## src/rtl/exec_macros.svh

```systemverilog
`ifndef EXEC_MACROS_SVH
`define EXEC_MACROS_SVH

// datapath and tag widths
`define EXEC_XLEN    32
`define EXEC_TAG_W   8

`define EXEC_Q_DEPTH 4

// one extra bit for sign extension in mul/div
`define EXEC_MD_W    33

`endif

```

## src/rtl/exec_pkg.sv

```systemverilog
`default_nettype none

`include "exec_macros.svh"

package exec_pkg;

    typedef logic [`EXEC_XLEN-1:0]   word_t;
    typedef logic [`EXEC_TAG_W-1:0]  tag_t;
    typedef logic [`EXEC_MD_W-1:0]   md_word_t;
    typedef logic [2*`EXEC_MD_W-1:0] md_prod_t;

    typedef enum logic [3:0] {
        ALU_X, ALU_ADD, ALU_SUB, ALU_AND, ALU_OR, ALU_XOR,
        ALU_SLL, ALU_SRL, ALU_SRA, ALU_SLT, ALU_SLTU
    } alu_op_t;

    typedef enum logic [2:0] {
        BR_X, BR_BEQ, BR_BNE, BR_BLT, BR_BGE, BR_BLTU, BR_BGEU
    } br_op_t;

    typedef enum logic [3:0] {
        MD_X, MD_MUL, MD_MULH, MD_MULHU, MD_MULHSU,
        MD_DIV, MD_DIVU, MD_REM, MD_REMU
    } md_op_t;

    typedef enum logic [1:0] {DIV_IDLE, DIV_RUN, DIV_DONE} div_state_t;
    typedef enum logic [1:0] {MUL_IDLE, MUL_RUN, MUL_DONE} mul_state_t;

    typedef struct packed {
        alu_op_t alu_op;
        br_op_t  br_op;
        md_op_t  md_op;
        logic    jmp_pc_flg;  // jal
        logic    jmp_reg_flg; // jalr
    } exec_ctrl_t;

    typedef struct packed {
        tag_t       tag;
        word_t      pc;
        exec_ctrl_t ctrl;
        word_t      op1;
        word_t      op2;
        word_t      imm_b;
        word_t      imm_j;
    } exec_req_t;

    typedef struct packed {
        tag_t  tag;
        word_t pc;
        word_t result;
    } exec_res_t;

endpackage

`default_nettype wire

```

## src/rtl/int_alu.sv

```systemverilog
`default_nettype none

module int_alu (
    input  exec_pkg::alu_op_t alu_op,
    input  exec_pkg::br_op_t  br_op,
    input  exec_pkg::word_t   op1,
    input  exec_pkg::word_t   op2,
    output exec_pkg::word_t   alu_out,
    output logic              branch_take
);

    logic [4:0] shamt;

    assign shamt = op2[4:0];

    always_comb begin
        case (alu_op)
            exec_pkg::ALU_ADD:  alu_out = op1 + op2;
            exec_pkg::ALU_SUB:  alu_out = op1 - op2;
            exec_pkg::ALU_AND:  alu_out = op1 & op2;
            exec_pkg::ALU_OR:   alu_out = op1 | op2;
            exec_pkg::ALU_XOR:  alu_out = op1 ^ op2;
            exec_pkg::ALU_SLL:  alu_out = op1 << shamt;
            exec_pkg::ALU_SRL:  alu_out = op1 >> shamt;
            exec_pkg::ALU_SRA:  alu_out = $signed(op1) >>> shamt;
            exec_pkg::ALU_SLT: begin
                alu_out = {31'd0, $signed(op1) < $signed(op2)};
            end
            exec_pkg::ALU_SLTU: begin
                alu_out = {31'd0, op1 < op2};
            end
            default:            alu_out = '0;
        endcase
    end

    always_comb begin
        case (br_op)
            exec_pkg::BR_BEQ:  branch_take = (op1 == op2);
            exec_pkg::BR_BNE:  branch_take = (op1 != op2);
            exec_pkg::BR_BLT:  branch_take = ($signed(op1) < $signed(op2));
            exec_pkg::BR_BGE:  branch_take = ($signed(op1) >= $signed(op2));
            exec_pkg::BR_BLTU: branch_take = (op1 < op2);
            exec_pkg::BR_BGEU: branch_take = (op1 >= op2);
            default:           branch_take = 1'b0; // not a branch
        endcase
    end

endmodule

`default_nettype wire

```

## src/rtl/serial_divider.sv

```systemverilog
`default_nettype none

`include "exec_macros.svh"

module serial_divider (
    input  logic               clk,
    input  logic               rst_n,
    input  logic               start,
    input  logic               is_signed,
    input  exec_pkg::md_word_t dividend,
    input  exec_pkg::md_word_t divisor,
    output logic               ready,
    output logic               valid,
    output exec_pkg::md_word_t quotient,
    output exec_pkg::md_word_t remainder
);

    localparam int CNT_W = $clog2(`EXEC_MD_W);

    exec_pkg::div_state_t state;
    logic [CNT_W-1:0]     cnt;
    exec_pkg::md_word_t   quo;
    exec_pkg::md_word_t   rem;
    exec_pkg::md_word_t   dsor;
    exec_pkg::md_word_t   dvd_mag;
    exec_pkg::md_word_t   dsr_mag;
    logic                 neg_q;
    logic                 neg_r;
    logic                 dvd_neg;
    logic                 dsr_neg;
    logic [`EXEC_MD_W:0]  trial;
    logic [`EXEC_MD_W:0]  diff;

    assign dvd_neg = is_signed && dividend[`EXEC_MD_W-1];
    assign dsr_neg = is_signed && divisor[`EXEC_MD_W-1];
    assign dvd_mag = dvd_neg ? -dividend : dividend;
    assign dsr_mag = dsr_neg ? -divisor : divisor;
    assign trial   = {rem, quo[`EXEC_MD_W-1]}; // shift next dividend bit in
    assign diff    = trial - {1'b0, dsor};

    always_ff @(posedge clk or negedge rst_n) begin
        if (!rst_n) begin
            state <= exec_pkg::DIV_IDLE;
            cnt   <= '0;
        end else begin
            case (state)
                exec_pkg::DIV_IDLE: begin
                    if (start) begin
                        // divide by zero needs no iterations
                        state <= (divisor == '0) ? exec_pkg::DIV_DONE : exec_pkg::DIV_RUN;
                        cnt   <= CNT_W'(`EXEC_MD_W - 1);
                    end
                end
                exec_pkg::DIV_RUN: begin
                    if (cnt == '0)
                        state <= exec_pkg::DIV_DONE;
                    cnt <= cnt - 1'b1;
                end
                default: state <= exec_pkg::DIV_IDLE;
            endcase
        end
    end

    always_ff @(posedge clk) begin
        if (state == exec_pkg::DIV_IDLE && start) begin
            if (divisor == '0) begin
                quo   <= '1;
                rem   <= dividend;
                neg_q <= 1'b0;
                neg_r <= 1'b0;
            end else begin
                quo   <= dvd_mag;
                rem   <= '0;
                dsor  <= dsr_mag;
                neg_q <= dvd_neg ^ dsr_neg;
                neg_r <= dvd_neg; // remainder takes dividend sign
            end
        end else if (state == exec_pkg::DIV_RUN) begin
            if (trial >= {1'b0, dsor}) begin
                rem <= diff[`EXEC_MD_W-1:0];
                quo <= {quo[`EXEC_MD_W-2:0], 1'b1};
            end else begin
                rem <= trial[`EXEC_MD_W-1:0];
                quo <= {quo[`EXEC_MD_W-2:0], 1'b0};
            end
        end
    end

    assign ready     = (state == exec_pkg::DIV_IDLE);
    assign valid     = (state == exec_pkg::DIV_DONE);
    assign quotient  = neg_q ? -quo : quo;
    assign remainder = neg_r ? -rem : rem;

endmodule

`default_nettype wire

```

## src/rtl/serial_multiplier.sv

```systemverilog
`default_nettype none

`include "exec_macros.svh"

module serial_multiplier (
    input  logic               clk,
    input  logic               rst_n,
    input  logic               start,
    input  logic               is_signed,
    input  exec_pkg::md_word_t multiplicand,
    input  exec_pkg::md_word_t multiplier,
    output logic               ready,
    output logic               valid,
    output exec_pkg::md_prod_t product
);

    localparam int CNT_W = $clog2(`EXEC_MD_W);

    exec_pkg::mul_state_t state;
    logic [CNT_W-1:0]     cnt;
    exec_pkg::md_word_t   mcand;
    exec_pkg::md_prod_t   prod;  // {partial sum, remaining multiplier bits}
    logic                 neg;
    logic                 a_neg;
    logic                 b_neg;
    logic [`EXEC_MD_W:0]  sum;

    assign a_neg = is_signed && multiplicand[`EXEC_MD_W-1];
    assign b_neg = is_signed && multiplier[`EXEC_MD_W-1];
    assign sum   = {1'b0, prod[2*`EXEC_MD_W-1:`EXEC_MD_W]}
                 + (prod[0] ? {1'b0, mcand} : '0);

    always_ff @(posedge clk or negedge rst_n) begin
        if (!rst_n) begin
            state <= exec_pkg::MUL_IDLE;
            cnt   <= '0;
        end else begin
            case (state)
                exec_pkg::MUL_IDLE: begin
                    if (start) begin
                        state <= exec_pkg::MUL_RUN;
                        cnt   <= CNT_W'(`EXEC_MD_W - 1);
                    end
                end
                exec_pkg::MUL_RUN: begin
                    if (cnt == '0)
                        state <= exec_pkg::MUL_DONE;
                    cnt <= cnt - 1'b1;
                end
                default: state <= exec_pkg::MUL_IDLE;
            endcase
        end
    end

    always_ff @(posedge clk) begin
        if (state == exec_pkg::MUL_IDLE && start) begin
            mcand <= a_neg ? -multiplicand : multiplicand;
            prod  <= {{`EXEC_MD_W{1'b0}}, b_neg ? -multiplier : multiplier};
            neg   <= a_neg ^ b_neg;
        end else if (state == exec_pkg::MUL_RUN) begin
            prod <= {sum, prod[`EXEC_MD_W-1:1]};
        end
    end

    assign ready   = (state == exec_pkg::MUL_IDLE);
    assign valid   = (state == exec_pkg::MUL_DONE);
    assign product = neg ? -prod : prod;

endmodule

`default_nettype wire

```

## src/rtl/execute_stage.sv

```systemverilog
`default_nettype none

`include "exec_macros.svh"

module execute_stage (
    input  logic                clk,
    input  logic                rst_n,
    input  exec_pkg::exec_req_t req,
    input  logic                req_valid,
    output logic                req_ready,
    input  logic                pipeline_flush,
    input  logic                q_full,
    output exec_pkg::exec_res_t res,
    output logic                res_push,
    output logic                branch_taken,
    output exec_pkg::word_t     branch_target
);

    exec_pkg::md_op_t   md_op;
    exec_pkg::word_t    alu_out;
    exec_pkg::word_t    md_sel;
    exec_pkg::word_t    saved_result;
    exec_pkg::tag_t     saved_tag;
    exec_pkg::md_word_t div_dvd, div_dsr, div_q, div_r;
    exec_pkg::md_word_t mul_a, mul_b;
    exec_pkg::md_prod_t mul_p;
    logic is_div, is_mul, is_md;
    logic div_signed, mul_signed;
    logic div_start, div_ready, div_valid;
    logic mul_start, mul_ready, mul_valid;
    logic started, calculated, done_hit, stall, unit_valid;
    logic alu_branch;

    assign md_op  = req.ctrl.md_op;
    assign is_div = md_op inside {exec_pkg::MD_DIV, exec_pkg::MD_DIVU,
                                  exec_pkg::MD_REM, exec_pkg::MD_REMU};
    assign is_mul = md_op inside {exec_pkg::MD_MUL, exec_pkg::MD_MULH,
                                  exec_pkg::MD_MULHU, exec_pkg::MD_MULHSU};
    assign is_md  = is_div || is_mul;

    assign div_signed = md_op inside {exec_pkg::MD_DIV, exec_pkg::MD_REM};
    assign mul_signed = md_op inside {exec_pkg::MD_MUL, exec_pkg::MD_MULH, exec_pkg::MD_MULHSU};
    assign div_dvd = {div_signed && req.op1[`EXEC_XLEN-1], req.op1};
    assign div_dsr = {div_signed && req.op2[`EXEC_XLEN-1], req.op2};
    assign mul_a   = {mul_signed && req.op1[`EXEC_XLEN-1], req.op1};
    assign mul_b   = {mul_signed && md_op != exec_pkg::MD_MULHSU && req.op2[`EXEC_XLEN-1],
                      req.op2}; // rs2 unsigned for mulhsu

    // result already computed for this very request
    assign done_hit   = calculated && saved_tag == req.tag;
    assign stall      = req_valid && is_md && !done_hit;
    assign div_start  = req_valid && is_div && !started && !done_hit && div_ready
                        && !pipeline_flush;
    assign mul_start  = req_valid && is_mul && !started && !done_hit && mul_ready
                        && !pipeline_flush;
    assign unit_valid = is_div ? div_valid : mul_valid;

    int_alu u_alu (
        .alu_op      (req.ctrl.alu_op),
        .br_op       (req.ctrl.br_op),
        .op1         (req.op1),
        .op2         (req.op2),
        .alu_out     (alu_out),
        .branch_take (alu_branch)
    );

    serial_divider u_div (
        .clk       (clk),
        .rst_n     (rst_n),
        .start     (div_start),
        .is_signed (div_signed),
        .dividend  (div_dvd),
        .divisor   (div_dsr),
        .ready     (div_ready),
        .valid     (div_valid),
        .quotient  (div_q),
        .remainder (div_r)
    );

    serial_multiplier u_mul (
        .clk          (clk),
        .rst_n        (rst_n),
        .start        (mul_start),
        .is_signed    (mul_signed),
        .multiplicand (mul_a),
        .multiplier   (mul_b),
        .ready        (mul_ready),
        .valid        (mul_valid),
        .product      (mul_p)
    );

    always_comb begin
        case (md_op)
            exec_pkg::MD_DIV, exec_pkg::MD_DIVU: md_sel = div_q[`EXEC_XLEN-1:0];
            exec_pkg::MD_REM, exec_pkg::MD_REMU: md_sel = div_r[`EXEC_XLEN-1:0];
            exec_pkg::MD_MUL:                    md_sel = mul_p[`EXEC_XLEN-1:0];
            default:                             md_sel = mul_p[2*`EXEC_XLEN-1:`EXEC_XLEN];
        endcase
    end

    always_ff @(posedge clk or negedge rst_n) begin
        if (!rst_n) begin
            started    <= 1'b0;
            calculated <= 1'b0;
        end else if (pipeline_flush || !req_valid || !is_md || res_push) begin
            started    <= 1'b0; // abandon, unit drains on its own
            calculated <= 1'b0;
        end else if (started && unit_valid) begin
            started    <= 1'b0;
            calculated <= 1'b1;
        end else if (div_start || mul_start) begin
            started <= 1'b1;
        end
    end

    always_ff @(posedge clk) begin
        if (started && unit_valid) begin
            saved_result <= md_sel;
            saved_tag    <= req.tag;
        end
    end

    assign req_ready  = !stall && !q_full && !pipeline_flush;
    assign res_push   = req_valid && req_ready;
    assign res.tag    = req.tag;
    assign res.pc     = req.pc;
    assign res.result = is_md ? saved_result : alu_out;

    assign branch_taken  = req_valid &&
                           (req.ctrl.jmp_pc_flg || req.ctrl.jmp_reg_flg || alu_branch);
    assign branch_target = req.ctrl.jmp_pc_flg  ? req.pc + req.imm_j :
                           req.ctrl.jmp_reg_flg ? req.op1 + req.op2 :
                           req.pc + req.imm_b;

endmodule

`default_nettype wire

```

## src/rtl/exec_result_queue.sv

```systemverilog
`default_nettype none

`include "exec_macros.svh"

module exec_result_queue (
    input  logic                clk,
    input  logic                rst_n,
    input  logic                push,
    input  exec_pkg::exec_res_t push_data,
    output logic                full,
    output exec_pkg::exec_res_t res,
    output logic                res_valid,
    input  logic                res_ready
);

    localparam int PTR_W = $clog2(`EXEC_Q_DEPTH);
    localparam int CNT_W = $clog2(`EXEC_Q_DEPTH + 1);

    exec_pkg::exec_res_t mem [`EXEC_Q_DEPTH];
    logic [PTR_W-1:0]    wr_ptr;
    logic [PTR_W-1:0]    rd_ptr;
    logic [CNT_W-1:0]    count;
    logic                do_push;
    logic                do_pop;

    assign full      = (count == CNT_W'(`EXEC_Q_DEPTH));
    assign res_valid = (count != '0);
    assign res       = mem[rd_ptr];
    assign do_push   = push && !full;
    assign do_pop    = res_valid && res_ready;

    always_ff @(posedge clk) begin
        if (do_push)
            mem[wr_ptr] <= push_data;
    end

    always_ff @(posedge clk or negedge rst_n) begin
        if (!rst_n) begin
            wr_ptr <= '0;
            rd_ptr <= '0;
            count  <= '0;
        end else begin
            if (do_push)
                wr_ptr <= (wr_ptr == PTR_W'(`EXEC_Q_DEPTH - 1)) ? '0 : wr_ptr + 1'b1;
            if (do_pop)
                rd_ptr <= (rd_ptr == PTR_W'(`EXEC_Q_DEPTH - 1)) ? '0 : rd_ptr + 1'b1;
            if (do_push && !do_pop)
                count <= count + 1'b1;
            else if (do_pop && !do_push)
                count <= count - 1'b1; // simultaneous push/pop keeps count
        end
    end

endmodule

`default_nettype wire

```

## src/rtl/exec_top.sv

```systemverilog
`default_nettype none

module exec_top (
    input  logic                clk,
    input  logic                rst_n,
    input  exec_pkg::exec_req_t req,
    input  logic                req_valid,
    output logic                req_ready,
    input  logic                pipeline_flush,
    output logic                branch_taken,
    output exec_pkg::word_t     branch_target,
    output exec_pkg::exec_res_t res,
    output logic                res_valid,
    input  logic                res_ready
);

    exec_pkg::exec_res_t stage_res;
    logic                res_push;
    logic                q_full;

    execute_stage u_stage (
        .clk            (clk),
        .rst_n          (rst_n),
        .req            (req),
        .req_valid      (req_valid),
        .req_ready      (req_ready),
        .pipeline_flush (pipeline_flush),
        .q_full         (q_full),
        .res            (stage_res),
        .res_push       (res_push),
        .branch_taken   (branch_taken),
        .branch_target  (branch_target)
    );

    exec_result_queue u_queue (
        .clk       (clk),
        .rst_n     (rst_n),
        .push      (res_push),
        .push_data (stage_res),
        .full      (q_full),
        .res       (res),
        .res_valid (res_valid),
        .res_ready (res_ready)
    );

endmodule

`default_nettype wire

```

## config.mk

```make
export PLATFORM = sky130hd
export DESIGN_NAME = exec_top
export DESIGN_NICKNAME = d
export VERILOG_FILES = /design/src/rtl/exec_pkg.sv /design/src/rtl/int_alu.sv /design/src/rtl/serial_divider.sv /design/src/rtl/serial_multiplier.sv /design/src/rtl/execute_stage.sv /design/src/rtl/exec_result_queue.sv /design/src/rtl/exec_top.sv
export VERILOG_INCLUDE_DIRS = /design/src /design/src/rtl
export SDC_FILE = /design/constraint.sdc
export NUM_CORES = 2
export LEC_CHECK = 0
export BUFFER_PORTS_ARGS = -buffer_cell sky130_fd_sc_hd__buf_2
export CORE_MARGIN = 1
export CORE_UTILIZATION = 25
export CTS_CLUSTER_SIZE = 25
export DETAILED_ROUTE_END_ITERATION = 7
export PLACE_DENSITY_LB_ADDON = 0.12
export SLEW_MARGIN = 20
export SYNTH_ARGS = -nofsm -noshare
export SYNTH_HDL_FRONTEND = slang
export SYNTH_SLANG_ARGS = --single-unit
```

## constraint.sdc

```tcl
create_clock -name clk -period 5.5 [get_ports clk]
set_input_delay 0.275 -clock clk [delete_from_list [all_inputs] [get_ports clk]]
set_output_delay 0.275 -clock clk [all_outputs]
set_load 0.01 [all_outputs]
```

* After elaboration in Yosys (flattened, before gate mapping)
Memories as Yosys holds them, arrays and structs flattened.
Index checks and enable logic that the tools add are counted.
W data, S select, Z words.
** Storage, ports and cells
- Flip-flop bits (word level) :: 266
- Bits in writable memories :: 288
- Input bits :: 186
- Output and inout port bits :: 107
- Logic and storage cells :: 213
- Memories :: 1
** Memory list
- u_queue.mem :: words 4, width 72, read ports 1, clocked after memory_dff 0, write ports 1, line exec_result_queue.sv:19 : exec_pkg::exec_res_t mem [`EXEC_Q_DEPTH];
** Cells by class
- Add/sub/neg operators :: 19
- $lt $le $gt $ge :: 5
- Equality and inequality tests :: 39
- Shift operators :: 3
- Multiplexer cells :: 47
- Bitwise gates (word level) :: 6
- Reduce and logical (&&, ||, !) cells :: 73
** Operator list (number)
- $mux W33 :: 14
- $pmux W32 S10 :: 1
- $mux W32 :: 5
- $neg A33 Y33 :: 4
- $add A32 B32 Y32 :: 3
- $pmux W32 S3 :: 1
- $ge A32 B32 Y1 :: 2
- $lt A32 B32 Y1 :: 2
- $mux W64 :: 1
- $neg A32 Y32 :: 2
- $neg A64 Y64 :: 1
- $add A33 B33 Y34 :: 1
- $ge A34 B33 Y1 :: 1
- $logic_and A1 B1 Y1 :: 33
- $logic_not A33 Y1 :: 1
- $sub A33 B33 Y33 :: 1
- $and A32 B32 Y32 :: 1
- $eq A32 B32 Y1 :: 1
- $eq A4 B3 Y1 const B :: 8
- $ne A32 B32 Y1 :: 1
- $or A32 B32 Y32 :: 1
- $shl A32 B5 Y32 :: 1
- $shr A32 B5 Y32 :: 1
- $sshr A32 B5 Y32 :: 1
- other kinds (36) :: 104

* Longest topological paths before layout
- Depth in word-level cells :: 14
- Gate-level depth with buffers :: 16
- Gate-level depth less buffers :: 14

* Modules after synthesis
Synthesis repeated with hierarchy kept, for this count alone.
** Second synthesis, totals
- Cells, all modules :: 4766
- Area, all modules :: 45198.3 um^2
** By module, submodules not included
- exec_result_queue :: times used 1, cells an instance 413, area each 10832.9 um^2, seq. area each 8823.5 um^2
- serial_divider :: times used 1, cells an instance 1044, area each 9151.3 um^2, seq. area each 3233.1 um^2
- int_alu :: times used 1, cells an instance 1289, area each 8730.9 um^2, seq. area each 0.0 um^2
- serial_multiplier :: times used 1, cells an instance 984, area each 8381.8 um^2, seq. area each 2872.8 um^2
- execute_stage :: times used 1, cells an instance 1036, area each 8101.5 um^2, seq. area each 1251.2 um^2

* Least setup slack after synthesis
OpenSTA, ideal clock, no wires.
- Path kind :: in2out
- Start :: input port req[66] (netlist bit)
- End :: output port branch_target[25]
- Arrival time :: 4305 ps
- Data required time :: 5225 ps
- Setup slack :: 920 ps
- Stages on the path :: 14
- Buffers on the path :: 3
- Path through :: inv_2 -> buf_1 -> clkbuf_1 -> ha_1 -> clkbuf_1 -> and3_1 -> a2111o_1 -> a41o_1 -> a21oi_1 -> nor2_1 -> o41ai_1 -> o21ai_0 -> xnor2_1 -> a222oi_1
** Between the ends
- Word-level cells in the longest chain between the ends :: 3
** RTL lines
- from (decl) :: line exec_top.sv:6 : input exec_pkg::exec_req_t req,
- $add A32 B32 Y32 :: line execute_stage.sv:132 : req.ctrl.jmp_reg_flg ? req.op1 + req.op2 :
- $mux W32 :: line execute_stage.sv:132
- $mux W32 :: line execute_stage.sv:131 : assign branch_target = req.ctrl.jmp_pc_flg ? req.pc + req.imm_j :
- to (decl) :: line exec_top.sv:11 : output exec_pkg::word_t branch_target,
Every way passes these cells.

* Worst setup path in the final report
- Start :: input port req[70] (netlist bit)
- End :: output port branch_target[31]
Same word-level chain as after synthesis.

==> flow_metrics.py <==
metrics = {
    "status": {
        "status": "completed",
    },
    "critical_path": {
        "critPathRequiredTime_ns": 5.22,
        "path_class": "input pin to primary output",
        "arrival_ns": 5.04,
        "start_kind": "input pin",
        "rr_startpoint": "u_stage.u_mul.prod[17]",
        "critPathMaxFanout": 6,
        "worst-r2r-setup-slack_ns": 1.01,
        "r2r_cells": 10,
        "r2r-end": "u_stage.saved_result[31]",
        "end_kind": "primary output",
    },
    "route": {
        "first_pass_iters": 7,
        "via_per_inst": 5.46,
        "wl_mm": 204,
        "drc": 0,
        "drt_iter0_markers": 4338,
        "ant_nets": 0,
        "num_vias": 38400,
        "avgRoutedWirePerCell_um": 29.1,
    },
    "timing": {
        "setup_ws_ns": 0.181,
        "clock-skew-final_ns": 0.0533,
        "whs_ns": 0.0553,
        "slew_headroom_pct": 22.5,
        "setup_viol": 0,
        "drv_slew": 0,
        "post-route-min-period_ns": 5.32,
        "fmax_ghz": 0.188,
        "hold_viol_final": 0,
        "setup_tns_ns": 0,
        "period_share_pct": 96.7,
        "tightest_slew_ns": 1.15,
        "rsz0062_at_grt": "no",
    },
    "yosys": {
        "synth_edf_count": 496,
        "ys.flop_type": "edfxtp_1",
        "synth.distinct_cells": 91,
        "synth_area_um2": 42100,
        "avgSynthCellArea_um2": 9.39,
        "ys_ff_latch": 554,
        "synth_warnings": 0,
        "syn_nets": 4923,
        "async_flop_share_pct": 4.51,
        "synthesis.instances": 4486,
        "seq_area_frac_synth_pct": 38.4,
    },
    "power_and_ir_drop": {
        "ir_worst_vdd_mv": 0.250,
        "comb_power_share_pct": 42.3,
        "seqPwrFrac_pct": 33.9,
        "power.total_mw": 20.9,
        "pwr_density_cell_nw_per_um2": 422,
        "clkPwrFrac_pct": 23.8,
        "p_sw_share_pct": 42.3,
        "power_switching_mw": 8.82,
        "leakage_nw": 18.5,
        "cellInternalPower_mw": 12.1,
    },
    "finish": {
        "area.growth.synth_to_final_pct": 17.5,
        "nets": 5202,
        "fin_area_um2": 49500,
        "mostFrequentLayoutCells": "edfxtp_1 (496), nor2_1 (430), a21oi_1 (393)",
        "final_core_util_pct": 29.6,
        "drive_gt1_share_pct": 14.3,
        "final_cells": 7030,
        "final_common_cell": "edfxtp_1",
    },
    "floorplan": {
        "start_util_pct": 25.2,
        "rows": 150,
        "core-area_um2": 167000,
        "die_x_um": 412,
        "die-height_um": 412,
        "ios": 293,
        "dieArea_um2": 170000,
    },
    "place": {
        "dp.cells": 6850,
        "dp_slack_ns": 0.470,
        "place_hpwl_mm": 161,
        "port_buffers": 292,
        "gp_congestion": 0.990,
        "placed_cell_area_um2": 46500,
    },
    "clock_tree": {
        "cts_setup_buffers": 0,
        "clkSlewWorstSetupHoldPaths_ns": 0.05,
        "cts_max_level": 3,
        "cts.path.max_buffers": 3,
        "cts_made_buffers": 73,
        "cts.sinks": 554,
        "tritoncts": "built",
        "clock_latency_ns": 0.72,
        "clock-root-buffer": "clkbuf_16",
    },
    "global_routing": {
        "grt_pass1_wl_mm": 283,
        "grt_max_degree": 135,
        "grt_pass1_vias": 36600,
        "grtUsageTotal_pct": 23.3,
        "grt_antenna_before_repair": 21,
        "overflow": 0,
    },
    "min_path": {
        "hold_path.class": "input pin to register",
        "holdPathEnd": "u_stage.u_div.dsor[9]",
        "min_path_cells": 2,
        "hp-start": "req[73]",
    },
    "run": {
        "drv_cap": 0,
    },
}
-- flip-flops by register name, summed over array words and instances, names as in the netlist, 2 cells and up --
name,cells
u_stage.u_div.state,2
u_stage.saved_result,32
u_stage.saved_tag,8
u_stage.u_div.rem,33
u_queue.wr_ptr,2
u_stage.u_mul.state,2
u_queue.count,3
u_stage.u_mul.cnt,6
u_stage.u_div.quo,33
u_stage.u_mul.mcand,33
u_stage.u_div.dsor,33
u_queue.rd_ptr,2
u_stage.u_div.cnt,6
u_stage.u_mul.prod,66
u_queue.mem,288
-- how the worst max path moves through the flow --
stage | cells past startpoint | end | slack [ns] | from
global route | 15 | branch_target[25] | 0.19 | req[70]
CTS | 16 | branch_target[31] | 0.35 | req[70]
floorplan | 14 | branch_target[25] | 0.92 | req[66]
detailed placement | 14 | branch_target[25] | 0.47 | req[67]
finish | 16 | branch_target[31] | 0.18 | req[70]
global placement | 14 | branch_target[25] | 0.25 | req[67]
-- synth_stat cells (36+ instances only) --
| cell | count | area, um^2 |
|---|---|---|
| nand2_1 | 369 | 1390 |
| inv_1 | 181 | 679 |
| or3_1 | 37 | 231 |
| and2_1 | 49 | 307 |
| mux2i_1 | 88 | 881 |
| a21o_1 | 76 | 571 |
| nor2_1 | 432 | 1620 |
| xor2_1 | 96 | 841 |
| nand2b_1 | 51 | 319 |
| a21oi_1 | 393 | 1970 |
| mux4_2 | 88 | 1980 |
| ha_1 | 244 | 3050 |
| nor3_1 | 97 | 485 |
| nor2b_1 | 36 | 225 |
| nand3_1 | 86 | 430 |
| xnor2_1 | 296 | 2590 |
| a211oi_1 | 63 | 473 |
| o31ai_1 | 56 | 420 |
| edfxtp_1 | 496 | 14900 |
| o21ai_0 | 325 | 1630 |
| clkbuf_1 | 229 | 860 |
| a31oi_1 | 36 | 225 |
-- worst max-delay path, cell delays in order --
cell and delay [ns]:
dlygate4sd3_1 0.53, buf_2 0.18, ha_1 0.31, or3_1 0.40, a2111oi_0 0.66, buf_4 0.24, nor2_1 0.11, a211oi_1 0.69
buf_4 0.22, o31a_1 0.31, o31ai_1 0.14, xnor2_1 0.28, buf_4 0.20, o21ai_0 0.08, a221o_1 0.28, buf_2 0.14
-- cell families (layout without fill, tap and decap cells) --
family / count (synthesis) / count (layout) / share of synthesized area [%]
other: 0 / 4 / 0
XOR/XNOR: 392 / 392 / 8.15
flip-flops: 554 / 554 / 38.4
AO/OA/AOI/OAI: 1323 / 1323 / 19.9
adder cells (fa/ha/maj): 251 / 251 / 7.58
buffers and inverters: 449 / 785 / 4.01
AND/OR/NAND/NOR: 1325 / 1325 / 14.7
multiplexers: 192 / 192 / 7.23
-- cell type report --
| type | instances | area (um^2) |
|---|---|---|
| clock buffers | 92 | 1980 |
| multi-input cells | 3483 | 24400 |
| diodes | 4 | 10.0 |
| fillers | 17700 | 118000 |
| flip-flops and latches | 554 | 16200 |
| inverters | 188 | 706 |
| clock inverters | 40 | 515 |
| well taps | 2204 | 2760 |
| repair buffers | 465 | 2970 |
-- power by group through the flow --
| stage | Combinational [mW] | Sequential, mW | Clock [mW] |
|---|---|---|---|
| global placement | 8.80 | 7.17 | 0 |
| detailed placement | 8.77 | 7.17 | 0 |
| floorplan | 5.80 | 6.43 | 0 |
| finish | 8.83 | 7.08 | 4.96 |
| CTS | 8.83 | 7.09 | 5.11 |
| global route | 9.60 | 7.15 | 5.24 |
-- per-layer routing --
metal  GRT usage, %  vias up  wire length, um
li1               -    17200                -
met1           32.7    19100            92600
met2           34.9     1663            87400
met3           3.50      314            14000
met4           10.6       14            10300
met5              0        -               84
-- repair_timing --
item | 4_1_cts | 5_1_grt
hold buffers | 44 | 0
gates resized for setup | 0 | 0
hold endpoints to repair | 198 | 0
Power figures use the tool's default switching activity.
